### src/rvPkg.sv
package rvPkg;

    localparam int xlen = 32;
    localparam int imemDepth = 64;
    localparam int dmemDepth = 64;

    // major opcodes of the supported subset
    localparam logic [6:0] opR      = 7'b0110011;
    localparam logic [6:0] opI      = 7'b0010011;
    localparam logic [6:0] opLoad   = 7'b0000011;
    localparam logic [6:0] opStore  = 7'b0100011;
    localparam logic [6:0] opBranch = 7'b1100011;
    localparam logic [6:0] opJal    = 7'b1101111;
    localparam logic [6:0] opJalr   = 7'b1100111;
    localparam logic [6:0] opLui    = 7'b0110111;

    // addi x0, x0, 0
    localparam logic [31:0] nopInstr = 32'h0000_0013;

    // operand sources in execute
    localparam logic [1:0] fwdReg = 2'b00;
    localparam logic [1:0] fwdWb  = 2'b01;
    localparam logic [1:0] fwdMem = 2'b10;

    typedef enum logic [3:0] {
        aluAdd, aluSub, aluAnd, aluOr, aluXor, aluSlt,
        aluSltu, aluSll, aluSrl, aluSra, aluPassB
    } aluOpT;

    typedef enum logic [1:0] {
        resAlu, resLoad, resPc4, resImm
    } resultSrcT;

    typedef struct packed {
        logic [6:0] funct7;
        logic [4:0] rs2;
        logic [4:0] rs1;
        logic [2:0] funct3;
        logic [4:0] rd;
        logic [6:0] opcode;
    } rTypeT;

    typedef struct packed {
        logic [11:0] imm;
        logic [4:0]  rs1;
        logic [2:0]  funct3;
        logic [4:0]  rd;
        logic [6:0]  opcode;
    } iTypeT;

    typedef struct packed {
        logic [6:0] immHi;
        logic [4:0] rs2;
        logic [4:0] rs1;
        logic [2:0] funct3;
        logic [4:0] immLo;
        logic [6:0] opcode;
    } sTypeT;

    typedef struct packed {
        logic       imm12;
        logic [5:0] imm10_5;
        logic [4:0] rs2;
        logic [4:0] rs1;
        logic [2:0] funct3;
        logic [3:0] imm4_1;
        logic       imm11;
        logic [6:0] opcode;
    } bTypeT;

    typedef struct packed {
        logic       imm20;
        logic [9:0] imm10_1;
        logic       imm11;
        logic [7:0] imm19_12;
        logic [4:0] rd;
        logic [6:0] opcode;
    } jTypeT;

    typedef union packed {
        rTypeT rType;
        iTypeT iType;
        sTypeT sType;
        bTypeT bType;
        jTypeT jType;
    } instrT;

endpackage

### src/pipeIf.sv
`timescale 1ns/1ps

interface fetchDecodeIf;
    rvPkg::instrT           instr;
    logic [rvPkg::xlen-1:0] pc;
    logic [rvPkg::xlen-1:0] pcPlus4;

    modport source (output instr, pc, pcPlus4);
    modport sink (input instr, pc, pcPlus4);
endinterface


### src/fetchStage.sv
`timescale 1ns/1ps

module fetchStage (
    input  logic                   clk,
    input  logic                   rstN,
    input  logic                   progWe,
    input  logic [5:0]             progAddr,
    input  logic [31:0]            progData,
    input  logic                   stallF,
    input  logic                   stallD,
    input  logic                   flushD,
    input  logic                   pcSrc,
    input  logic [rvPkg::xlen-1:0] pcTarget,
    fetchDecodeIf.source           fd
);

    logic [rvPkg::xlen-1:0] pc;
    logic [rvPkg::xlen-1:0] pcPlus4;
    rvPkg::instrT           imem [rvPkg::imemDepth];

    assign pcPlus4 = pc + 32'd4;

    // program port is the only write path
    always_ff @(posedge clk) begin
        if (progWe)
            imem[progAddr] <= progData;
    end

    // a resolved jump wins over the load-use hold
    always_ff @(posedge clk) begin
        if (!rstN)
            pc <= '0;
        else if (pcSrc)
            pc <= pcTarget;
        else if (!stallF)
            pc <= pcPlus4;
    end

    always_ff @(posedge clk) begin
        if (!rstN || flushD)
            fd.instr <= rvPkg::nopInstr;
        else if (!stallD)
            fd.instr <= imem[pc[7:2]];
    end

    always_ff @(posedge clk) begin
        if (!stallD) begin
            fd.pc      <= pc;
            fd.pcPlus4 <= pcPlus4;
        end
    end

endmodule

### src/flat_wrapper.sv
// flat-port wrapper written by rule: the top's interface ports become plain ports
module fetchStage_flat 
  (clk, rstN, progWe, progAddr, progData, stallF, stallD, flushD, pcSrc, pcTarget, fd_instr, fd_pc, fd_pcPlus4);
  fetchDecodeIf fd_i ();
  input  logic clk;
  input  logic rstN;
  input  logic progWe;
  input  logic [5:0] progAddr;
  input  logic [31:0] progData;
  input  logic stallF;
  input  logic stallD;
  input  logic flushD;
  input  logic pcSrc;
  input  logic [rvPkg::xlen-1:0] pcTarget;
  output wire logic [$bits(fd_i.instr)-1:0] fd_instr;
  output wire logic [$bits(fd_i.pc)-1:0] fd_pc;
  output wire logic [$bits(fd_i.pcPlus4)-1:0] fd_pcPlus4;
  assign fd_instr = fd_i.instr;
  assign fd_pc = fd_i.pc;
  assign fd_pcPlus4 = fd_i.pcPlus4;
  fetchStage u_core (.clk(clk), .rstN(rstN), .progWe(progWe), .progAddr(progAddr), .progData(progData), .stallF(stallF), .stallD(stallD), .flushD(flushD), .pcSrc(pcSrc), .pcTarget(pcTarget), .fd(fd_i));
endmodule
### config.mk
export PLATFORM = sky130hd
export DESIGN_NAME = fetchStage_flat
export DESIGN_NICKNAME = d
export VERILOG_FILES = /design/src/rvPkg.sv /design/src/pipeIf.sv /design/src/fetchStage.sv /design/src/flat_wrapper.sv
export SDC_FILE = /design/constraint.sdc
export NUM_CORES = 2
export LEC_CHECK = 0
export BUFFER_PORTS_ARGS = -buffer_cell sky130_fd_sc_hd__buf_2
export CORE_MARGIN = 2
export CORE_UTILIZATION = 31
export DETAILED_ROUTE_END_ITERATION = 16
export PLACE_DENSITY = 0.52
export RECOVER_POWER = 100
export SLEW_MARGIN = 20
export SYNTH_ARGS = -nofsm -noshare
export SYNTH_HDL_FRONTEND = slang
export SYNTH_SLANG_ARGS = --single-unit
### constraint.sdc
create_clock -name clk -period 4.71 [get_ports clk]
set_input_delay 0.2355 -clock clk [delete_from_list [all_inputs] [get_ports clk]]
set_output_delay 0.2355 -clock clk [all_outputs]
set_load 0.01 [all_outputs]
Yosys cells after proc, flatten, opt, wreduce, memory -nomap -nowiden --
Memory sizes are Yosys's and may differ from the RTL's. A register that Yosys moved wholly into a read port is not among the register bits. Index checks and enable logic that the tools add are counted. W data, S select, Z words.
Word-level totals: register bits 96, latch bits 0, bits in writable memories 2048, bits in read-only memories 0, output and inout port bits 96, word-level logic and storage cells 13, memories 1
Memories:
- u_core.imem | words 64, width 32, read ports 1, clocked after memory_dff 1, write ports 1, RTL line fetchStage.sv:19 | rvPkg::instrT imem [rvPkg::imemDepth];
Cells by class: add/subtract/negate cells 1, multiply operators 0, divide/modulo/power cells 0, magnitude comparators 0, eq/ne operators 1, shift operators 0, mux-type cells 4, bitwise gates (word level) 0, reductions and logical operators 3
Operators with widths (number):
- $mux W32 | 2
- $add A32 B3 Y32 const B | 1
- $logic_not A1 Y1 | 2
- $mux W1 | 2
- $ne A2 B1 Y1 const B | 1
- $logic_or A1 B1 Y1 | 1

Depth between registers and ports, before layout --
depth in word-level cells 3, mapped depth 11

Worst setup path before layout --
OpenSTA, ideal clock, no wires.
path kind input -> register, start input progAddr[5], end memory u_core.imem[48][0] in the netlist's numbering, enable pin, library setup time 0.461 ns, arrival 3.112 ns, data required time 4.249 ns, path slack 1.137 ns, stages 4, path through clkbuf_1 > nand3_1 > or3_1 > nor3_1
RTL lines:
- start, declared | RTL line flat_wrapper.sv:8 | input logic [5:0] progAddr;
- end, declared | RTL line fetchStage.sv:19
No word-level cell before the write port.

==> impl_metrics.yaml <==
sta:
  finalClockSkew_ps: 54.0
  tightestPinTransition_ps: 3930
  rsz0062_at_grt: "no"
  period_share_pct: 90.6
  slew_viol_final: 3643
  setup_violations: 0
  layout_min_cycle_time_ps: 4270
  fmax_mhz: 234
  hold_violations: 0
  max_slew_margin_pct: -162
  tns_ps: 0
critical_path:
  crit_path_end_kind: "register"
  critPathBufInv: 1
  worstPathRequired_ps: 5490
  cp_slowest_stage_delay_ps: 1540
  critPathLaunchType: "register"
  worstPathCellList: "and4_2 -> clkbuf_1 -> a221oi_1 -> o21ai_0 -> a21oi_1 -> o21ai_0"
  cp_top_family: "flip-flops"
  worstPathMaxFanout: 18
  cp.depth: 6
  crit_arrival_ps: 5050
  reg2regPathDepth: 6
  crit_type: "reg2reg"
  crit_path_frequent_cell: "o21ai_0"
  cp_slowest_cell: "dfxtp_1"
synthesis:
  dominantRegCellSynth: "edfxtp_1"
  synth.most_common_cell: "edfxtp_1"
  syn-instance-count: 3787
  synthesis.area_um2: 83400
  ys_top_cells_by_count: "edfxtp_1, mux4_2, nand2_1"
  synth_fp_nets: 3865
  synth.area.top_cells: "edfxtp_1, mux4_2, dfxtp_1"
  synth-seq-cells: 2174
  synth.avg_cell_area_um2: 22.0
  ys_seq_area_share_pct: 77.5
  ys_warn_count: 0
  synth_top_area_share_pct: 75.9
  synth_cell_type_count: 63
  ys_async_sr_fraction_pct: 0
  synth_edf_count: 2110
  synth_top_area_cell: "edfxtp_1"
power:
  p_per_area_nw_per_um2: 433
  p_leak_nw: 29.6
  vdd_drop_max_uv: 408
cts:
  clockRootBuffer: "clkbuf_16"
  cts_made_buffers: 219
  h-tree-depth: 4
  clk_path_buf_depth: 3
  cts_tree: "done"
  cts.clk_slew.worst_paths_ps: 60
  clk_latency_ps: 880
  cts_sinks: 2174
status:
  violations: "max-capacitance violations, max-slew violations"
  status: "finished with violations"
global_routing:
  grt_pass1_wl_um: 336000
  grt_overflow: 0
  grt_max_degree: 65
  antenna_found_initial: 38
  grt_use_total_pct: 17.5
  grt_pass1_vias: 41700
routing:
  via_per_inst: 5.20
  vias: 41400
  drt_pass1_iterations: 5
  route.detailed.drc: 0
  wire_per_inst_um: 30.5
  drt-initial-drc-count: 5335
  drt-total-wl_um: 243000
  ant_nets: 0
placement:
  place_hpwl_um: 141000
  io_buffers: 172
  dpl_cell_area_um2: 90000
  dpl.cell_count: 7506
  place_congestion: 0.809
layout:
  seq_area_um2: 64600
  area_growth_pct: 16.1
  drive_above_1_share_pct: 25.3
  utilization_pct: 36.2
  nNetsFinal: 4288
  n_fill_cell: 24600
  multi_input_area_um2: 17700
  instances_no_fill: 7963
  design_area_um2: 96900
floorplan:
  die_h_um: 523
  die_area_um2: 273000
  start_util_pct: 31.1
  die_w_um: 523
  io_pins: 173
  row_count: 190
  core_region_area_um2: 268000
min_path:
  holdCritPathClass: "in2reg"
  min_delay_path_depth: 3
job:
  cap_violations: 99
## registers in the layout, summed over array words and instances (netlist names)
signal             flops
u_core.pc             32
u_core.fd.pcPlus4     32
u_core.fd.instr       32
u_core.imem         2048
u_core.fd.pc          30
## report_power, final
part | switching (mW) | leakage (nW) | internal [mW]
clock network | 7.53 | 3.63 | 10.4
logic | 1.51 | 6.35 | 0.954
registers | 0.159 | 19.6 | 21.5
## logic make-up (layout without fill, tap and decap cells)
logic type                 count (synthesis)  after routing  share of synthesized area, %
AOI/OAI and AO/OA                        261            261                          2.04
muxes                                    649            649                          16.0
and+or+nand+nor                          413            413                          2.40
other                                      0              9                             0
buffers and inverters                    233            848                          1.52
xor gates and xnor gates                  56             56                         0.588
adders and majority gates                  1              1                        0.0150
DFF                                     2174           2174                          77.5
## what timing repair did
action	CTS	global route
setup buffers	0	0
resized for setup	0	0
endpoints found under the hold margin	43	1
hold buffers	34	1
## metal layers
metal  part of all wire, %  vias up  track usage (%)
met5                 0.042        -                0
met4                   3.0       16             5.56
met3                   7.8      304             3.13
met2                    47     1767             27.4
met1                    42    22500             24.8
li1                      -    16800                -
## stage by stage
step,power (mW),hold WS [ps],setup slack [ps]
after floorplan,23.3,334,1140
after global placement,24.5,414,430
after detailed placement,24.5,431,885
after CTS,42.3,4.38,883
after global routing,43.2,76.9,420
final,42.0,64.1,441
## layout make-up
class	instances	share of cell area, %
Inverter	15	0.0671
Tap cell	3552	4.59
Antenna cell	9	0.0232
Timing Repair Buffer	420	2.63
Clock inverter	137	1.63
Clock buffer	276	6.08
Sequential cell	2174	66.7
Multi-Input combinational cell	1380	18.3
## tightest hold or removal path, delay by kind of cell
kind	cells	cell delay, ps
mux	1	210
simple gates	1	100
buf+inv	1	330
## path summary, 6_finish.rpt
kind,endpoint,from,slack (ps)
hold / removal,u_core.pc[1],pcSrc,60
setup reg to reg,u_core.fd.instr[22],u_core.pc[6],440
setup / recovery,u_core.fd.instr[22],u_core.pc[6],440
hold reg to reg,u_core.fd.pcPlus4[1],u_core.pc[1],440
## placed cells by master (no fill, tap or decap), types with 16 or more instances in the layout
cell type | synthesis | routed
dfxtp_1 | 64 | 62
nand3_1 | 60 | 60
nand2b_1 | 38 | 38
clkbuf_1 | 101 | 236
buf_2 | 46 | 72
xnor2_1 | 32 | 32
nor2_4 | 0 | 22
buf_12 | 2 | 22
bufinv_16 | 0 | 27
a221oi_1 | 29 | 29
nor3_1 | 21 | 21
dlygate4sd3_1 | 0 | 35
a22oi_1 | 25 | 25
clkbuf_16 | 0 | 221
buf_4 | 26 | 76
clkbuf_2 | 0 | 18
clkinv_2 | 0 | 45
o21ai_0 | 91 | 92
a21oi_1 | 49 | 49
nand2_1 | 114 | 114
mux4_2 | 545 | 545
edfxtp_1 | 2110 | 2110
mux2i_1 | 100 | 100
nor2_1 | 102 | 80
clkinv_1 | 0 | 36
clkbuf_8 | 0 | 16
xor2_1 | 24 | 24
Note: power is estimated with default switching activity, not from simulation.
