--- config.mk ---
export PLATFORM = sky130hd
export DESIGN_NAME = memoryStage_flat
export DESIGN_NICKNAME = d
export VERILOG_FILES = /design/src/rvPkg.sv /design/src/pipeIf.sv /design/src/memoryStage.sv /design/src/flat_wrapper.sv
export SDC_FILE = /design/constraint.sdc
export NUM_CORES = 2
export LEC_CHECK = 0
export BUFFER_PORTS_ARGS = -buffer_cell sky130_fd_sc_hd__buf_2
export CAP_MARGIN = 40
export CORE_ASPECT_RATIO = 1.75
export CORE_MARGIN = 2
export CORE_UTILIZATION = 60
export DETAILED_ROUTE_END_ITERATION = 7
export MAX_ROUTING_LAYER = met4
export PLACE_DENSITY_LB_ADDON = 0.2
export SLEW_MARGIN = 20
export SYNTH_ARGS = -nofsm -noshare
export SYNTH_HDL_FRONTEND = slang
export SYNTH_SLANG_ARGS = --single-unit
--- constraint.sdc ---
create_clock -name clk -period 5.3 [get_ports clk]
set_input_delay 1.06 -clock clk [delete_from_list [all_inputs] [get_ports clk]]
set_output_delay 1.06 -clock clk [all_outputs]
set_load 0.02 [all_outputs]
--- src/rvPkg.sv ---
package rvPkg;

    localparam int xlen = 32;
    localparam int imemDepth = 64;
    localparam int dmemDepth = 64;

    // major opcodes of the supported subset
    localparam logic [6:0] opR      = 7'b0110011;
    localparam logic [6:0] opI      = 7'b0010011;
    localparam logic [6:0] opLoad   = 7'b0000011;
    localparam logic [6:0] opStore  = 7'b0100011;
    localparam logic [6:0] opBranch = 7'b1100011;
    localparam logic [6:0] opJal    = 7'b1101111;
    localparam logic [6:0] opJalr   = 7'b1100111;
    localparam logic [6:0] opLui    = 7'b0110111;

    // addi x0, x0, 0
    localparam logic [31:0] nopInstr = 32'h0000_0013;

    // operand sources in execute
    localparam logic [1:0] fwdReg = 2'b00;
    localparam logic [1:0] fwdWb  = 2'b01;
    localparam logic [1:0] fwdMem = 2'b10;

    typedef enum logic [3:0] {
        aluAdd, aluSub, aluAnd, aluOr, aluXor, aluSlt,
        aluSltu, aluSll, aluSrl, aluSra, aluPassB
    } aluOpT;

    typedef enum logic [1:0] {
        resAlu, resLoad, resPc4, resImm
    } resultSrcT;

    typedef struct packed {
        logic [6:0] funct7;
        logic [4:0] rs2;
        logic [4:0] rs1;
        logic [2:0] funct3;
        logic [4:0] rd;
        logic [6:0] opcode;
    } rTypeT;

    typedef struct packed {
        logic [11:0] imm;
        logic [4:0]  rs1;
        logic [2:0]  funct3;
        logic [4:0]  rd;
        logic [6:0]  opcode;
    } iTypeT;

    typedef struct packed {
        logic [6:0] immHi;
        logic [4:0] rs2;
        logic [4:0] rs1;
        logic [2:0] funct3;
        logic [4:0] immLo;
        logic [6:0] opcode;
    } sTypeT;

    typedef struct packed {
        logic       imm12;
        logic [5:0] imm10_5;
        logic [4:0] rs2;
        logic [4:0] rs1;
        logic [2:0] funct3;
        logic [3:0] imm4_1;
        logic       imm11;
        logic [6:0] opcode;
    } bTypeT;

    typedef struct packed {
        logic       imm20;
        logic [9:0] imm10_1;
        logic       imm11;
        logic [7:0] imm19_12;
        logic [4:0] rd;
        logic [6:0] opcode;
    } jTypeT;

    typedef union packed {
        rTypeT rType;
        iTypeT iType;
        sTypeT sType;
        bTypeT bType;
        jTypeT jType;
    } instrT;

endpackage

--- src/pipeIf.sv ---


interface execMemIf;
    logic [rvPkg::xlen-1:0] aluResult, writeData, imm, pcPlus4;
    logic [4:0]             rd;
    logic                   regWrite, memWrite;
    rvPkg::resultSrcT       resultSrc;

    modport source (output aluResult, writeData, imm, pcPlus4, rd, regWrite, memWrite,
                    resultSrc);
    modport sink (input aluResult, writeData, imm, pcPlus4, rd, regWrite, memWrite,
                  resultSrc);
endinterface

interface memWbIf;
    logic [rvPkg::xlen-1:0] result;
    logic [4:0]             rd;
    logic                   regWrite;

    modport source (output result, rd, regWrite);
    modport sink (input result, rd, regWrite);
endinterface

--- src/memoryStage.sv ---
`timescale 1ns/1ps

module memoryStage (
    input  logic    clk,
    input  logic    rstN,
    execMemIf.sink  em,
    memWbIf.source  wb
);

    logic [rvPkg::xlen-1:0] dmem [rvPkg::dmemDepth];
    logic [rvPkg::xlen-1:0] readData;
    logic [rvPkg::xlen-1:0] resultM;

    // word addressed, byte offset ignored
    always_ff @(posedge clk) begin
        if (em.memWrite)
            dmem[em.aluResult[7:2]] <= em.writeData;
    end

    assign readData = dmem[em.aluResult[7:2]];

    always_comb begin
        case (em.resultSrc)
            rvPkg::resLoad: resultM = readData;
            rvPkg::resPc4:  resultM = em.pcPlus4;
            rvPkg::resImm:  resultM = em.imm;
            default:        resultM = em.aluResult;
        endcase
    end

    always_ff @(posedge clk) begin
        if (!rstN)
            wb.regWrite <= 1'b0;
        else
            wb.regWrite <= em.regWrite;
    end

    always_ff @(posedge clk) begin
        wb.result <= resultM;
        wb.rd     <= em.rd;
    end

endmodule

--- src/flat_wrapper.sv ---
// flat-port wrapper written by rule: the top's interface ports become plain ports
module memoryStage_flat 
  (clk, rstN, em_aluResult, em_writeData, em_imm, em_pcPlus4, em_rd, em_regWrite, em_memWrite, em_resultSrc, wb_result, wb_rd, wb_regWrite);
  execMemIf em_i ();
  memWbIf wb_i ();
  input  logic clk;
  input  logic rstN;
  input wire logic [$bits(em_i.aluResult)-1:0] em_aluResult;
  input wire logic [$bits(em_i.writeData)-1:0] em_writeData;
  input wire logic [$bits(em_i.imm)-1:0] em_imm;
  input wire logic [$bits(em_i.pcPlus4)-1:0] em_pcPlus4;
  input wire logic [$bits(em_i.rd)-1:0] em_rd;
  input wire logic [$bits(em_i.regWrite)-1:0] em_regWrite;
  input wire logic [$bits(em_i.memWrite)-1:0] em_memWrite;
  input wire logic [$bits(em_i.resultSrc)-1:0] em_resultSrc;
  output wire logic [$bits(wb_i.result)-1:0] wb_result;
  output wire logic [$bits(wb_i.rd)-1:0] wb_rd;
  output wire logic [$bits(wb_i.regWrite)-1:0] wb_regWrite;
  assign em_i.aluResult = em_aluResult;
  assign em_i.writeData = em_writeData;
  assign em_i.imm = em_imm;
  assign em_i.pcPlus4 = em_pcPlus4;
  assign em_i.rd = em_rd;
  assign em_i.regWrite = em_regWrite;
  assign em_i.memWrite = em_memWrite;
  assign em_i.resultSrc = em_resultSrc;
  assign wb_result = wb_i.result;
  assign wb_rd = wb_i.rd;
  assign wb_regWrite = wb_i.regWrite;
  memoryStage u_core (.clk(clk), .rstN(rstN), .em(em_i), .wb(wb_i));
endmodule
=== After elaboration in Yosys (flattened, before gate mapping) ===
Memory sizes are Yosys's and may differ from the RTL's.
Cells that the tools add are included.

* Muxes and demuxes: 3
* Equal/unequal tests: 3

{| class="wikitable"
|+ Operator list
! cell !! count
|-
| one-hot mux 32 bit (3 select lines) || 1
|-
| == test 2 bit (second input constant) || 2
|-
| == test 2 x 1 -> 1 bit (second input constant) || 1
|-
| two-way mux 1 bit || 2
|}

* Memories: 1
* Bits in writable memories: 2048
* Flip-flop bits (word level): 38
* Input port bits: 139

{| class="wikitable"
|+ Memory list
! memory !! words !! bits a word !! read ports !! clocked after Yosys merged registers in !! write ports !! RTL line !! RTL
|-
| u_core.dmem || 64 || 32 || 1 || 0 || 1 || memoryStage.sv:10 || <nowiki>logic [rvPkg::xlen-1:0] dmem [rvPkg::dmemDepth];</nowiki>
|}

=== Logic depth before layout (Yosys ltp) ===
* Depth after elaboration: 2
* Gate-level depth with buffers: 11

=== Worst setup path after synthesis ===
No wires, ideal clock.

* Path kind: input port to flip-flop
* Start point: input port em_aluResult[4]
* End point: memory u_core.dmem[10][0] in the netlist's numbering (enable)
* Buffers on the path: 6
* Stages on the path: 9
* Slack: 1.112 ns
* Data arrival time: 3.767 ns
* Library setup time: 0.421 ns
* Cells stage by stage: buf_6 > buf_6 > buf_4 > buf_2 > buf_4 > buf_2 > nor2b_1 > nand2_1 > nor2_1

{| class="wikitable"
|+ RTL lines
! element !! RTL line !! RTL
|-
| start: declaration || flat_wrapper.sv:8 || <nowiki>input wire logic [$bits(em_i.aluResult)-1:0] em_aluResult;</nowiki>
|-
| end: declaration || memoryStage.sv:10 ||
|}

Straight into the memory's write port.

=== Final worst setup path ===
* Start point: input port em_aluResult[5]
* End point: register u_core.wb.result[5]

* Longest elaborated chain between the ends: 2

{| class="wikitable"
|+ Ends and longest elaborated chain
! element !! RTL line !! RTL
|-
| memory (64 x 32 bit) || -- ||
|-
| one-hot mux 32 bit (3 select lines) * || memoryStage.sv:23 || <nowiki>case (em.resultSrc)</nowiki>
|-
| via u_core.resultM, one bit || memoryStage.sv:12 || <nowiki>logic [rvPkg::xlen-1:0] resultM;</nowiki>
|-
| end signal: assignment || memoryStage.sv:39 || <nowiki>wb.result <= resultM;</nowiki>
|-
| end: declaration || pipeIf.sv:20 || <nowiki>modport source (output result, rd, regWrite);</nowiki>
|}

Mark *: on every way through the listed nets, which the timed path passes. The rest lies on a longest branch.
A chain may end at the register's enable or synchronous reset.

==> flow_metrics.tcl <==
set metrics [dict create \
    status "finished, violations left" \
    violations "design-rule violations" \
    grt_max_degree 75 \
    critPathBufInv 3 \
    nFillCells 8481 \
    slew_headroom_pct 31.0 \
    path_cells "buf_2, inv_2, nand3_2, buf_4, o22ai_1, a211o_1, nor4_2, a31oi_1" \
    synth_edf_count 2048 \
    dieWidth_um 280 \
    min_period_over_period_pct 73.4 \
    syn2layout_area_growth_pct 13.8 \
    cts_tree "built" \
    crit_family "buffers and inverters" \
    final_cell_mix "edfxtp_1, a22oi_1, a221oi_1, buf_4, o22ai_1" \
    critPathArrivalTime_ps 4580 \
    power.leakage_nw 28.6 \
    syn_nets 4723 \
    synth_warnings 0 \
    wl_per_cell_um 45.9 \
    synthArstFlopShare_pct 0 \
    avgSynthCellArea_sq_um 17.4 \
    multiInputGateArea_sq_um 16500 \
    post_cts_resized 0 \
    dr.first_iter.drc_count 11500 \
    antenna_found_initial 43 \
    end_kind "flop" \
    start_util_pct 60.3 \
    track_usage_pct 47.3 \
    fin_worst_skew_ps 31.8 \
    routed_via_density 7.88 \
    drive_gt1_share_pct 20.4 \
    antenna_left 0 \
    die_h_um 487 \
    final-seq-area_sq_um 62300 \
    slew_viol_final 0 \
    ys_seq_elements 2086 \
    numPortBuffers 176 \
    crit_fanout 26 \
    cts_setup_buffers 0 \
    grt_pass1_wl_um 417000 \
    cts.sinks 2086 \
    grt_pass1_vias 50500 \
    die_area_sq_um 136000 \
    synth_top_flop_cell "edfxtp_1" \
    final-setup-viol-count 0 \
    p_per_area_nw_per_um2 369 \
    min_period_ps 3890 \
    dr.pass1.iters 8 \
    critical_path_required_ps 5990 \
    fin_total_pwr_mw 33.6 \
    clockBufferDepth 3 \
    worstMarginPinSlew_ps 1040 \
    start_kind "input pin" \
    peakVddDrop_v 0.000357 \
    synth_area_sq_um 80000 \
    clkSlewWorstSetupHoldPaths_ps 70 \
    grt_setup_unrepaired "false" \
    cts_buffers 174 \
    num-nets-final 5049 \
    rows 177 \
    crit_type "input pin to flop" \
    max-cap-violations 0 \
    hold_class "input pin to flop" \
    vias 53600 \
    clk_latency_ps 850 \
    dp_cells 6431 \
    htreeDepth 4 \
    final-hold-violation-count 0 \
    coreArea_sq_um 133000 \
    synthCells 4584 \
    instances_no_fill 6805 \
    cts_hold_buf 0 \
    final_common_cell "edfxtp_1" \
    synth.distinct_cells 80 \
    max_freq_mhz 257 \
    drc 33 \
    pin_count 177 \
    synth-seq-area-share_pct 77.9 \
    cpPeakStageDelay_ps 800 \
    cpMaxStageDelayCell "nor4_2" \
    cts-root-buf "clkbuf_16" \
    routed_wl_um 312000 \
    grt_overflow 0 \
    finalSetupTns_ps 0 \
    place_congestion 1.02 \
    dpl.hpwl_um 187000 \
]
final cells by class:
class,instances,share of cell area [%]
diodes,48,0.132
clock buffers,211,5.05
clock inverters,112,1.09
inverters,5,0.0275
multi-input cells,2136,18.1
flip-flops and latches,2086,68.4
well taps,1700,2.34
repair buffers,507,4.82
kinds of logic after synthesis:
group	synth area share, %
and+or+nand+nor	3.12
DFF	77.9
AOI/OAI and AO/OA	12.5
buffers and inverters	2.28
muxes	4.20
Yosys cell counts (all sizes together) (87+ instances only):
cell    number  area, sq um
a21oi      114          571
a221oi     251         2210
a22oi      464         3480
buf        270         1470
clkbuf      87          328
edfxtp    2048        61500
mux2       120         1350
mux2i       97          971
nand2      110          415
nor2       182          683
o21ai       96          480
o22ai      204         1280
state kept, by name, summed over array words and instances (netlist names):
register,flops
u_core.dmem,2048
u_core.wb.rd,5
u_core.wb.regWrite,1
u_core.wb.result,32
through the flow:
| stage | hold WS (ps) | area (sq um) | utilization, % | setup slack [ps] |
|---|---|---|---|---|
| finish | 309 | 91000 | 68.6 | 1410 |
| global route | 292 | 91000 | 68.6 | 1480 |
| CTS | 295 | 90800 | 68.5 | 1700 |
| detailed placement | 764 | 85200 | 64.3 | 825 |
| global placement | 737 | 84700 | 63.9 | 803 |
| floorplan | 628 | 80000 | - | 1110 |
routing by layer:
layer  up-vias  global-route usage [%]  part of all wire [%]
met4         0                    38.7                    10
met1     26300                    53.8                    30
met3      1620                    17.2                    16
met5         -                       -                     0
li1      19900                       -                     -
met2      5851                    67.1                    44
power by group:
group / switching, mW / leakage (nW) / internal, mW
logic: 1.71 / 7.15 / 0.643
clock network: 5.97 / 2.73 / 6.90
registers: 0.0870 / 18.7 / 18.2
path summary, 6_finish.rpt:
kind / start / end / slack, ps / depth (start not counted)
worst max register to register: u_core.dmem[43][17] / u_core.wb.result[17] / 2640 / 5
worst min register to register: u_core.dmem[40][1] / u_core.wb.result[1] / 810 / 4
worst max-delay path: em_aluResult[5] / u_core.wb.result[5] / 1410 / 8
worst min-delay path: em_rd[4] / u_core.wb.rd[4] / 310 / 1
No activity file was read; power rests on OpenSTA's default activity.
