`config.mk`:
```
export PLATFORM = sky130hd
export DESIGN_NAME = hazardUnit_flat
export DESIGN_NICKNAME = d
export VERILOG_FILES = /design/src/rvPkg.sv /design/src/pipeIf.sv /design/src/hazardUnit.sv /design/src/flat_wrapper.sv
export SDC_FILE = /design/constraint.sdc
export NUM_CORES = 1
export LEC_CHECK = 0
export ABC_AREA = 0
export BUFFER_PORTS_ARGS = -buffer_cell sky130_fd_sc_hd__buf_4
export CAP_MARGIN = 20
export CORE_AREA = 2 2 150 152
export DETAILED_ROUTE_END_ITERATION = 10
export DIE_AREA = 0 0 152 154
export PLACE_DENSITY = 0.3
export SYNTH_ARGS = -nofsm -noshare
export SYNTH_HDL_FRONTEND = slang
export SYNTH_SLANG_ARGS = --single-unit
```
`constraint.sdc`:
```
create_clock -name vclk -period 1.9
set_input_delay 0.38 -clock vclk [all_inputs]
set_output_delay 0.38 -clock vclk [all_outputs]
set_load 0.02 [all_outputs]
```
`src/rvPkg.sv`:
```
package rvPkg;

    localparam int xlen = 32;
    localparam int imemDepth = 64;
    localparam int dmemDepth = 64;

    // major opcodes of the supported subset
    localparam logic [6:0] opR      = 7'b0110011;
    localparam logic [6:0] opI      = 7'b0010011;
    localparam logic [6:0] opLoad   = 7'b0000011;
    localparam logic [6:0] opStore  = 7'b0100011;
    localparam logic [6:0] opBranch = 7'b1100011;
    localparam logic [6:0] opJal    = 7'b1101111;
    localparam logic [6:0] opJalr   = 7'b1100111;
    localparam logic [6:0] opLui    = 7'b0110111;

    // addi x0, x0, 0
    localparam logic [31:0] nopInstr = 32'h0000_0013;

    // operand sources in execute
    localparam logic [1:0] fwdReg = 2'b00;
    localparam logic [1:0] fwdWb  = 2'b01;
    localparam logic [1:0] fwdMem = 2'b10;

    typedef enum logic [3:0] {
        aluAdd, aluSub, aluAnd, aluOr, aluXor, aluSlt,
        aluSltu, aluSll, aluSrl, aluSra, aluPassB
    } aluOpT;

    typedef enum logic [1:0] {
        resAlu, resLoad, resPc4, resImm
    } resultSrcT;

    typedef struct packed {
        logic [6:0] funct7;
        logic [4:0] rs2;
        logic [4:0] rs1;
        logic [2:0] funct3;
        logic [4:0] rd;
        logic [6:0] opcode;
    } rTypeT;

    typedef struct packed {
        logic [11:0] imm;
        logic [4:0]  rs1;
        logic [2:0]  funct3;
        logic [4:0]  rd;
        logic [6:0]  opcode;
    } iTypeT;

    typedef struct packed {
        logic [6:0] immHi;
        logic [4:0] rs2;
        logic [4:0] rs1;
        logic [2:0] funct3;
        logic [4:0] immLo;
        logic [6:0] opcode;
    } sTypeT;

    typedef struct packed {
        logic       imm12;
        logic [5:0] imm10_5;
        logic [4:0] rs2;
        logic [4:0] rs1;
        logic [2:0] funct3;
        logic [3:0] imm4_1;
        logic       imm11;
        logic [6:0] opcode;
    } bTypeT;

    typedef struct packed {
        logic       imm20;
        logic [9:0] imm10_1;
        logic       imm11;
        logic [7:0] imm19_12;
        logic [4:0] rd;
        logic [6:0] opcode;
    } jTypeT;

    typedef union packed {
        rTypeT rType;
        iTypeT iType;
        sTypeT sType;
        bTypeT bType;
        jTypeT jType;
    } instrT;

endpackage

```
`src/pipeIf.sv`:
```


interface decodeExecIf;
    logic [rvPkg::xlen-1:0] rs1Data, rs2Data, imm, pc, pcPlus4;
    logic [4:0]             rs1, rs2, rd;
    logic [2:0]             funct3;
    rvPkg::aluOpT           aluOp;
    rvPkg::resultSrcT       resultSrc;
    logic                   aluSrc, regWrite, memWrite, branch, jump, jalr;

    modport source (output rs1Data, rs2Data, rs1, rs2, rd, imm, pc, pcPlus4, funct3,
                    aluOp, aluSrc, regWrite, memWrite, resultSrc, branch, jump, jalr);
    modport sink (input rs1Data, rs2Data, rs1, rs2, rd, imm, pc, pcPlus4, funct3,
                  aluOp, aluSrc, regWrite, memWrite, resultSrc, branch, jump, jalr);
endinterface

interface execMemIf;
    logic [rvPkg::xlen-1:0] aluResult, writeData, imm, pcPlus4;
    logic [4:0]             rd;
    logic                   regWrite, memWrite;
    rvPkg::resultSrcT       resultSrc;

    modport source (output aluResult, writeData, imm, pcPlus4, rd, regWrite, memWrite,
                    resultSrc);
    modport sink (input aluResult, writeData, imm, pcPlus4, rd, regWrite, memWrite,
                  resultSrc);
endinterface

interface memWbIf;
    logic [rvPkg::xlen-1:0] result;
    logic [4:0]             rd;
    logic                   regWrite;

    modport source (output result, rd, regWrite);
    modport sink (input result, rd, regWrite);
endinterface

```
`src/hazardUnit.sv`:
```
`timescale 1ns/1ps

module hazardUnit (
    input  logic [4:0]  rs1D,
    input  logic [4:0]  rs2D,
    decodeExecIf.sink   de,
    execMemIf.sink      em,
    memWbIf.sink        wb,
    input  logic        pcSrc,
    output logic [1:0]  forwardA,
    output logic [1:0]  forwardB,
    output logic        stallF,
    output logic        stallD,
    output logic        flushD,
    output logic        flushE
);

    logic loadUse;

    // newest producer first, x0 never forwarded
    function automatic logic [1:0] fwdFor(input logic [4:0] rs);
        if (rs != 5'd0 && em.regWrite && em.rd == rs)
            fwdFor = rvPkg::fwdMem;
        else if (rs != 5'd0 && wb.regWrite && wb.rd == rs)
            fwdFor = rvPkg::fwdWb;
        else
            fwdFor = rvPkg::fwdReg;
    endfunction

    always_comb begin
        forwardA = fwdFor(de.rs1);
        forwardB = fwdFor(de.rs2);
    end

    assign loadUse = de.regWrite && de.resultSrc == rvPkg::resLoad && de.rd != 5'd0
                     && (de.rd == rs1D || de.rd == rs2D);

    assign stallF = loadUse;
    assign stallD = loadUse;
    assign flushD = pcSrc;
    // bubble into execute while decode waits
    assign flushE = pcSrc || loadUse;

endmodule

```
`src/flat_wrapper.sv`:
```
// flat-port wrapper written by rule: the top's interface ports become plain ports
module hazardUnit_flat 
  (rs1D, rs2D, pcSrc, forwardA, forwardB, stallF, stallD, flushD, flushE, de_rs1Data, de_rs2Data, de_rs1, de_rs2, de_rd, de_imm, de_pc, de_pcPlus4, de_funct3, de_aluOp, de_aluSrc, de_regWrite, de_memWrite, de_resultSrc, de_branch, de_jump, de_jalr, em_aluResult, em_writeData, em_imm, em_pcPlus4, em_rd, em_regWrite, em_memWrite, em_resultSrc, wb_result, wb_rd, wb_regWrite);
  decodeExecIf de_i ();
  execMemIf em_i ();
  memWbIf wb_i ();
  input  logic [4:0] rs1D;
  input  logic [4:0] rs2D;
  input  logic pcSrc;
  output logic [1:0] forwardA;
  output logic [1:0] forwardB;
  output logic stallF;
  output logic stallD;
  output logic flushD;
  output logic flushE;
  input wire logic [$bits(de_i.rs1Data)-1:0] de_rs1Data;
  input wire logic [$bits(de_i.rs2Data)-1:0] de_rs2Data;
  input wire logic [$bits(de_i.rs1)-1:0] de_rs1;
  input wire logic [$bits(de_i.rs2)-1:0] de_rs2;
  input wire logic [$bits(de_i.rd)-1:0] de_rd;
  input wire logic [$bits(de_i.imm)-1:0] de_imm;
  input wire logic [$bits(de_i.pc)-1:0] de_pc;
  input wire logic [$bits(de_i.pcPlus4)-1:0] de_pcPlus4;
  input wire logic [$bits(de_i.funct3)-1:0] de_funct3;
  input wire logic [$bits(de_i.aluOp)-1:0] de_aluOp;
  input wire logic [$bits(de_i.aluSrc)-1:0] de_aluSrc;
  input wire logic [$bits(de_i.regWrite)-1:0] de_regWrite;
  input wire logic [$bits(de_i.memWrite)-1:0] de_memWrite;
  input wire logic [$bits(de_i.resultSrc)-1:0] de_resultSrc;
  input wire logic [$bits(de_i.branch)-1:0] de_branch;
  input wire logic [$bits(de_i.jump)-1:0] de_jump;
  input wire logic [$bits(de_i.jalr)-1:0] de_jalr;
  input wire logic [$bits(em_i.aluResult)-1:0] em_aluResult;
  input wire logic [$bits(em_i.writeData)-1:0] em_writeData;
  input wire logic [$bits(em_i.imm)-1:0] em_imm;
  input wire logic [$bits(em_i.pcPlus4)-1:0] em_pcPlus4;
  input wire logic [$bits(em_i.rd)-1:0] em_rd;
  input wire logic [$bits(em_i.regWrite)-1:0] em_regWrite;
  input wire logic [$bits(em_i.memWrite)-1:0] em_memWrite;
  input wire logic [$bits(em_i.resultSrc)-1:0] em_resultSrc;
  input wire logic [$bits(wb_i.result)-1:0] wb_result;
  input wire logic [$bits(wb_i.rd)-1:0] wb_rd;
  input wire logic [$bits(wb_i.regWrite)-1:0] wb_regWrite;
  assign de_i.rs1Data = de_rs1Data;
  assign de_i.rs2Data = de_rs2Data;
  assign de_i.rs1 = de_rs1;
  assign de_i.rs2 = de_rs2;
  assign de_i.rd = de_rd;
  assign de_i.imm = de_imm;
  assign de_i.pc = de_pc;
  assign de_i.pcPlus4 = de_pcPlus4;
  assign de_i.funct3 = de_funct3;
  assign de_i.aluOp = de_aluOp;
  assign de_i.aluSrc = de_aluSrc;
  assign de_i.regWrite = de_regWrite;
  assign de_i.memWrite = de_memWrite;
  assign de_i.resultSrc = de_resultSrc;
  assign de_i.branch = de_branch;
  assign de_i.jump = de_jump;
  assign de_i.jalr = de_jalr;
  assign em_i.aluResult = em_aluResult;
  assign em_i.writeData = em_writeData;
  assign em_i.imm = em_imm;
  assign em_i.pcPlus4 = em_pcPlus4;
  assign em_i.rd = em_rd;
  assign em_i.regWrite = em_regWrite;
  assign em_i.memWrite = em_memWrite;
  assign em_i.resultSrc = em_resultSrc;
  assign wb_i.result = wb_result;
  assign wb_i.rd = wb_rd;
  assign wb_i.regWrite = wb_regWrite;
  hazardUnit u_core (.rs1D(rs1D), .rs2D(rs2D), .de(de_i), .em(em_i), .wb(wb_i), .pcSrc(pcSrc), .forwardA(forwardA), .forwardB(forwardB), .stallF(stallF), .stallD(stallD), .flushD(flushD), .flushE(flushE));
endmodule
```
Word level (Yosys, flattened, before mapping). Index checks and enable logic that the tools add are counted.

Eq/ne operators: 7. Muxes and demuxes: 4. Reduce and logical (&&, ||, !) cells: 16.

Operators by type and width (number): $eq 5x5->1 (6); $reduce_bool 5->1 (3); $logic_and 1x1->1 (11); $mux 2 (2); $eq 2x1->1 const B (1); $logic_or 1x1->1 (2); $mux 1 (2).

Word-level logic and storage cells: 27. Flip-flop bits (word level): 0. Output and inout bits: 8. Input bits: 376.

Depth between registers and ports, before layout. Gate-level depths: netlist of the first run.

Word-level depth: 5. Depth in mapped cells: 5. Mapped depth without buffers: 4.

Worst setup path after synthesis of the first run. OpenSTA, ideal clock, no wires.

Path kind: input to output. Start point: in de_rs1[1]. End point: out forwardA[0]. Arrival: 1.623 ns. Buffers on the path: 0. Data required time: 1.520 ns. Slack: -0.103 ns. Stages on the path: 4. Cell sequence: or4_4 > nor2_4 > nor4_2 > nor4_2.

Word-level cells in the longest chain between the ends: 5. Elaborated cells between the ends (all ways): 9. Classes of those cells: 2 x eq/ne; 2 x mux; 5 x reduce/logical.

RTL lines: start: declaration (RTL line flat_wrapper.sv:18) `input wire logic [$bits(de_i.rs1)-1:0] de_rs1;`; $reduce_bool 5->1 (RTL line hazardUnit.sv:22, hazardUnit.sv:24); $logic_and 1x1->1 (2 in series) (RTL line hazardUnit.sv:24) `else if (rs != 5'd0 && wb.regWrite && wb.rd == rs)`; $mux 1 (RTL line hazardUnit.sv:24); $mux 2 (*) (RTL line hazardUnit.sv:22) `if (rs != 5'd0 && em.regWrite && em.rd == rs)`; end: declaration (RTL line flat_wrapper.sv:10) `output logic [1:0] forwardA;`.

Every way passes the cells marked *; elsewhere a longest branch is shown, timed or not.

Worst setup path after layout of the first run. Ends and elaborated chain as after synthesis.

==> results.md, run 1 <==
* Final setup TNS at -0.161 ns
* Fin. Hold Viols at 0
* Drt via density at between 1.5 and 2
* Crit end category: primary output
* Vias in the first global route at 713
* Final ANT Viol Nets at 0
* Synth warn at 0
* Initial antenna violation count at 0
* Clock buf count at 0
* WL final at 2050 um
* IO Port Bufs at 49
* Switching Share at 42.1%
* Seq pwr share at 0%
* N_diodes at 0
* Failing checks: setup timing
* Post-Syn Area at 462 sq um
* # fillers at 2,555
* Startpoint Class: input pin
* Period utilization at 105%
* Die H at approximately 150 um
* Max-Cap Viols at 0
* Switch Pwr at 0.0000885 W
* GRT Util Overall at approximately 1.6%
* Multi-input logic area at 494 sq um
* Req. time, crit path at 1.52 ns
* Worst IR Drop VDD at 0.0762 mV
* Crit path max fanout at 2
* Worst Max-Slew Pin Slew at 0.317 ns
* Die ar. at 23,400 sq um
* Setup violations, final at 2
* Crit Path Category: input pin to primary output
* Synth unique cells at 14
* Worst min-delay path class: input pin to primary output
* Num rows at 54
* Die X at between 150 and 200 um
* Outcome: finished with violations
* Initial DRC count at 6
* Sequential area share after synthesis at 0%
* Layout cell share with drive strength beyond 1 at 61.2%
* Cell accounting for the most synthesized area: xnor2_1
* Syn_area_per_cell at 8.10 sq um
* Core area at 21,700 sq um
* # nets final at 494
* I/O pins at 384
* P&R area growth vs syn at 187%
* Rel. slew slack at 78.7%
* Synthesized Nets at around 430
* Static leakage at 0.441 nW
* Place WS at -0.107 ns
* Drt pass-1 iters at 3
* DP HPWL at 1910 um
* Synth area leaders: xnor2_1 30%, xor2_1 27%, nor4_2 11%, nand4_1 5.4%, nor2_4 4.9%
* Post-synth top area share at 30.4%
* RSZ-0062 raised after global routing: true
* Grt ovf at 0
* First-pass GRT wire length at 3170 um
* Register area at 0 sq um
* Largest net degree at the start of global routing at 4
* Cell Pwr Density at around 160 nW/um^2
* Arr. time, crit path at 1.61 ns
* Cell count after synthesis at 57
* Fmax at just over 500 MHz
* Wire per inst at 5.18 um
* Residual DRC at 0
* Setup ws final at -0.0859 ns
* Cell Int Power at 0.000122 W
* Starting Density at between 2 and 2.5%
* Flip-flop and latch count at 0
* Count of pins over their slew limit at 0
* Min Tclk post-route at between 1.5 and 2 ns
* RePlAce Congestion at about 0.7
* Combinational Power Share at between 90% and 100%
* Via count at 634
* Power share of the clock group at 0%
==> final timing paths <==
check | start | end | cells past startpoint
max | de_rs1[1] | forwardA[0] | 6
min | pcSrc | flushD | 2
==> layout make-up <==
type / instances / share of cell area (%)
Multi-Input combinational cell: 55 / 37.3
Timing Repair Buffer: 61 / 36.3
Tap cell: 280 / 26.4
==> cells in the mapped netlist (all sizes together) <==
cell    instances
nand4           4
nor3            2
o21bai          1
nor2            6
nand2           3
buf             2
a22oi           1
or4             3
nor4            4
o21ai           1
xnor2          16
xor2           14
==> cells by family (layout without fill, tap and decap cells) <==
family	after synthesis	in the layout	share of synthesized area [%]
XOR/XNOR	30	30	56.9
AND/OR/NAND/NOR	22	22	35.5
buffers and inverters	2	61	3.25
AO/OA/AOI/OAI	3	3	4.34
==> cells in the final DEF (no fill, tap or decap), drive strengths merged <==
cell type  instances
buf               61
xnor2             16
xor2              14
nor2               6
nand4              4
nor4               4
nand2              3
or4                3
nor3               2
a22oi              1
o21ai              1
o21bai             1
==> worst max-delay path, stage by stage <==
cell    delay (ns)
buf_6         0.09
or4_4         0.54
nor2_4        0.13
nor4_4        0.07
nor4_4        0.22
buf_4         0.18
==> power groups by stage <==
stage | Clock, W | Sequential [W] | Combinational (W)
finish | 0 | 0 | 0.000210
global route | 0 | 0 | 0.000226
CTS | 0 | 0 | 0.000205
detailed placement | 0 | 0 | 0.000200
global placement | 0 | 0 | 0.000200
floorplan | 0 | 0 | 0.0000780
==> layer usage <==
layer / global-route usage (%) / routed length [um]
met1: 1.76 / 779
met2: 3.30 / 1150
met3: 0.169 / 118
met4: 0 / 0
met5: 0 / 0
==> what timing repair did <==
action                     CTS  global route
setup endpoints to repair    4             7
gates cloned                 0             0
setup buffers                0             1
hold buffers                 0             0
pin swaps                    0             3
resized for setup            3             8
==> through the flow <==
stage | area, sq um | power (W) | std cells | utilization, % | hold slack, ns
floorplan | 479 | 0.0000780 | 57 | - | 0.873
global placement | 1270 | 0.000200 | 396 | 5.87 | 0.969
detailed placement | 1270 | 0.000200 | 396 | 5.87 | 0.969
CTS | 1290 | 0.000205 | 396 | 5.94 | 0.971
global route | 1330 | 0.000226 | 396 | 6.11 | 0.972
finish | 1330 | 0.000210 | 396 | 6.11 | 0.968
Note: power is estimated with default switching activity, not from simulation.
==> run 2: changes to the inputs <==
- clock period: 1.9 -> 2.2 ns (I/O delays scaled with it)
==> run 2 against run 1 <==
Critical path depth did not move; critical endpoint is now forwardB[0]; global-route usage barely moved; the flow now finishes without violations; first-iteration DRC count rose by 50%.
==> results.md, run 2 (synthesis results as in run 1) <==
* Startpoint Class: input pin
* Starting Density at 2.13% (unchanged)
* Post-CTS setup buffers at 0 (unchanged)
* Fmax at 459 MHz
* Crit end category: primary output
* Post-CTS Hold Buffers at 0 (unchanged)
* Fin. Hold Viols at 0 (unchanged)
* Crit path max fanout at 2 (unchanged)
* Most frequent cells in the layout: 53 x buf_4, 16 x xnor2_1, 14 x xor2_1
* Num rows at 54 (unchanged)
* RePlAce Congestion at 0.721 (+3.0%)
* Worst min-delay path class: input pin to primary output
* Outcome: finished, final reports clean
* Worst IR Drop VDD at 0.0488 mV (-36%)
* Origin of the worst min-delay path: pcSrc
* Place WS at 0.0264 ns (+0.133 ns)
* Min Tclk post-route at 2.18 ns
* Setup ws final at 0.0212 ns (+0.107 ns)
* Register area at 0 sq um (unchanged)
* Min Hold Slack at 1.09 ns (+0.121 ns)
* I/O pins at 384 (unchanged)
* Static leakage at 0.387 nW (-12%)
* Max-Cap Viols at 0 (unchanged)
* Cell Pwr Density at 133 nW/um^2 (-16%)
* Die H at 154 um (unchanged)
* Layout cell share with drive strength beyond 1 at 56.5% (-4.7 points)
* Flip-flop and latch count at 0 (unchanged)
* Vias in the first global route at 700 (-1.8%)
* Arr. time, crit path at 1.74 ns (+0.13 ns)
* Initial antenna violation count at 0 (unchanged)
* Count of pins over their slew limit at 0 (unchanged)
* Grt ovf at 0 (unchanged)
* P&R area growth vs syn at 159%
* IO Port Bufs at 49 (unchanged)
* Crit Path Category: input pin to primary output
* Drt pass-1 iters at 2 (-1)
* Placed Area at 1190 sq um (-6.1%)
* N_diodes at 0 (unchanged)
* Clock buf count at 0 (unchanged)
* Req. time, crit path at 1.76 ns (+0.24 ns)
* Period utilization at 99.0%
* Rel. slew slack at 76.5% (-2.2 points)
* Worst Max-Slew Pin Slew at 0.350 ns (+0.0325 ns)
* Via count at 594 (-6.3%)
* Hold worst-path end: flushD
* Largest net degree at the start of global routing at 4 (unchanged)
* Most common cell after layout, fill and taps aside: buf_4
* First-pass GRT wire length at 3140 um (-1.1%)
* Initial DRC count at 9 (+3)
* Hold path depth at 2 (unchanged)
* Final ANT Viol Nets at 0 (unchanged)
* Final non-filler cell area at 1190 sq um (-9.8%)
* Drt via density at 1.53 (-4.4%)
* Core area at 21,700 sq um (unchanged)
* Die X at 152 um (unchanged)
* Setup violations, final at 0 (-2)
* DP HPWL at 1920 um (+0.50%)
* Wire per inst at 5.14 um (-0.87%)
* Die ar. at 23,400 sq um (unchanged)
* Final setup TNS at 0 ns (+0.161 ns)
* GRT Util Overall at 1.56% (-0.012 points)
* WL final at 1990 um (-2.9%)
* # nets final at 486 (-1.6%)
* RSZ-0062 raised after global routing: true
* Residual DRC at 0 (unchanged)
==> run 2: how the worst max path moves through the flow <==
stage                    from     endpoint  slack, ns  depth (start not counted)
finish              de_rs2[0]  forwardB[0]       0.02                          6
global route        de_rs2[0]  forwardB[0]      -0.04                          6
detailed placement   de_rd[0]       flushE       0.03                          5
global placement     de_rd[0]       stallD       0.05                          5
CTS                 de_rs2[0]  forwardB[0]       0.01                          6
floorplan           de_rs1[1]  forwardA[0]       0.08                          4
==> run 2: critical path, stage by stage <==
cell	delay, ns
buf_4	0.11
or4_4	0.53
nor2_4	0.11
nor4_2	0.07
nor4_2	0.28
buf_4	0.19
==> run 2: area by class of cell <==
class / instances / area [sq um]
Fill cell: 2555 / 20500
Multi-Input combinational cell: 55 / 447
Timing Repair Buffer: 53 / 398
Tap cell: 280 / 350
==> run 2: per-stage QoR <==
stage,total power [W],instances,util (%)
2_1_floorplan,0.0000645,57,-
3_3_place_gp,0.000164,388,5.51
3_5_place_dp,0.000161,388,5.51
4_1_cts,0.000161,388,5.51
5_1_grt,0.000174,388,5.51
6_report,0.000159,388,5.51
==> run 2: routing by layer <==
layer  track usage, %  part of all wire (%)
met5                0                     0
met1             1.75                    40
met4                0                     0
met2             3.22                    53
met3            0.254                   7.1
==> run 2: repair_timing <==
| item | CTS | global route |
|---|---|---|
| hold endpoints to repair | 0 | 0 |
| resized for setup | 0 | 1 |
| setup endpoints to repair | 0 | 4 |
==> run 2: report_power, final <==
part           internal, W  switching [W]  total, W
logic            0.0000919      0.0000670  0.000159
registers                0              0         0
clock network            0              0         0
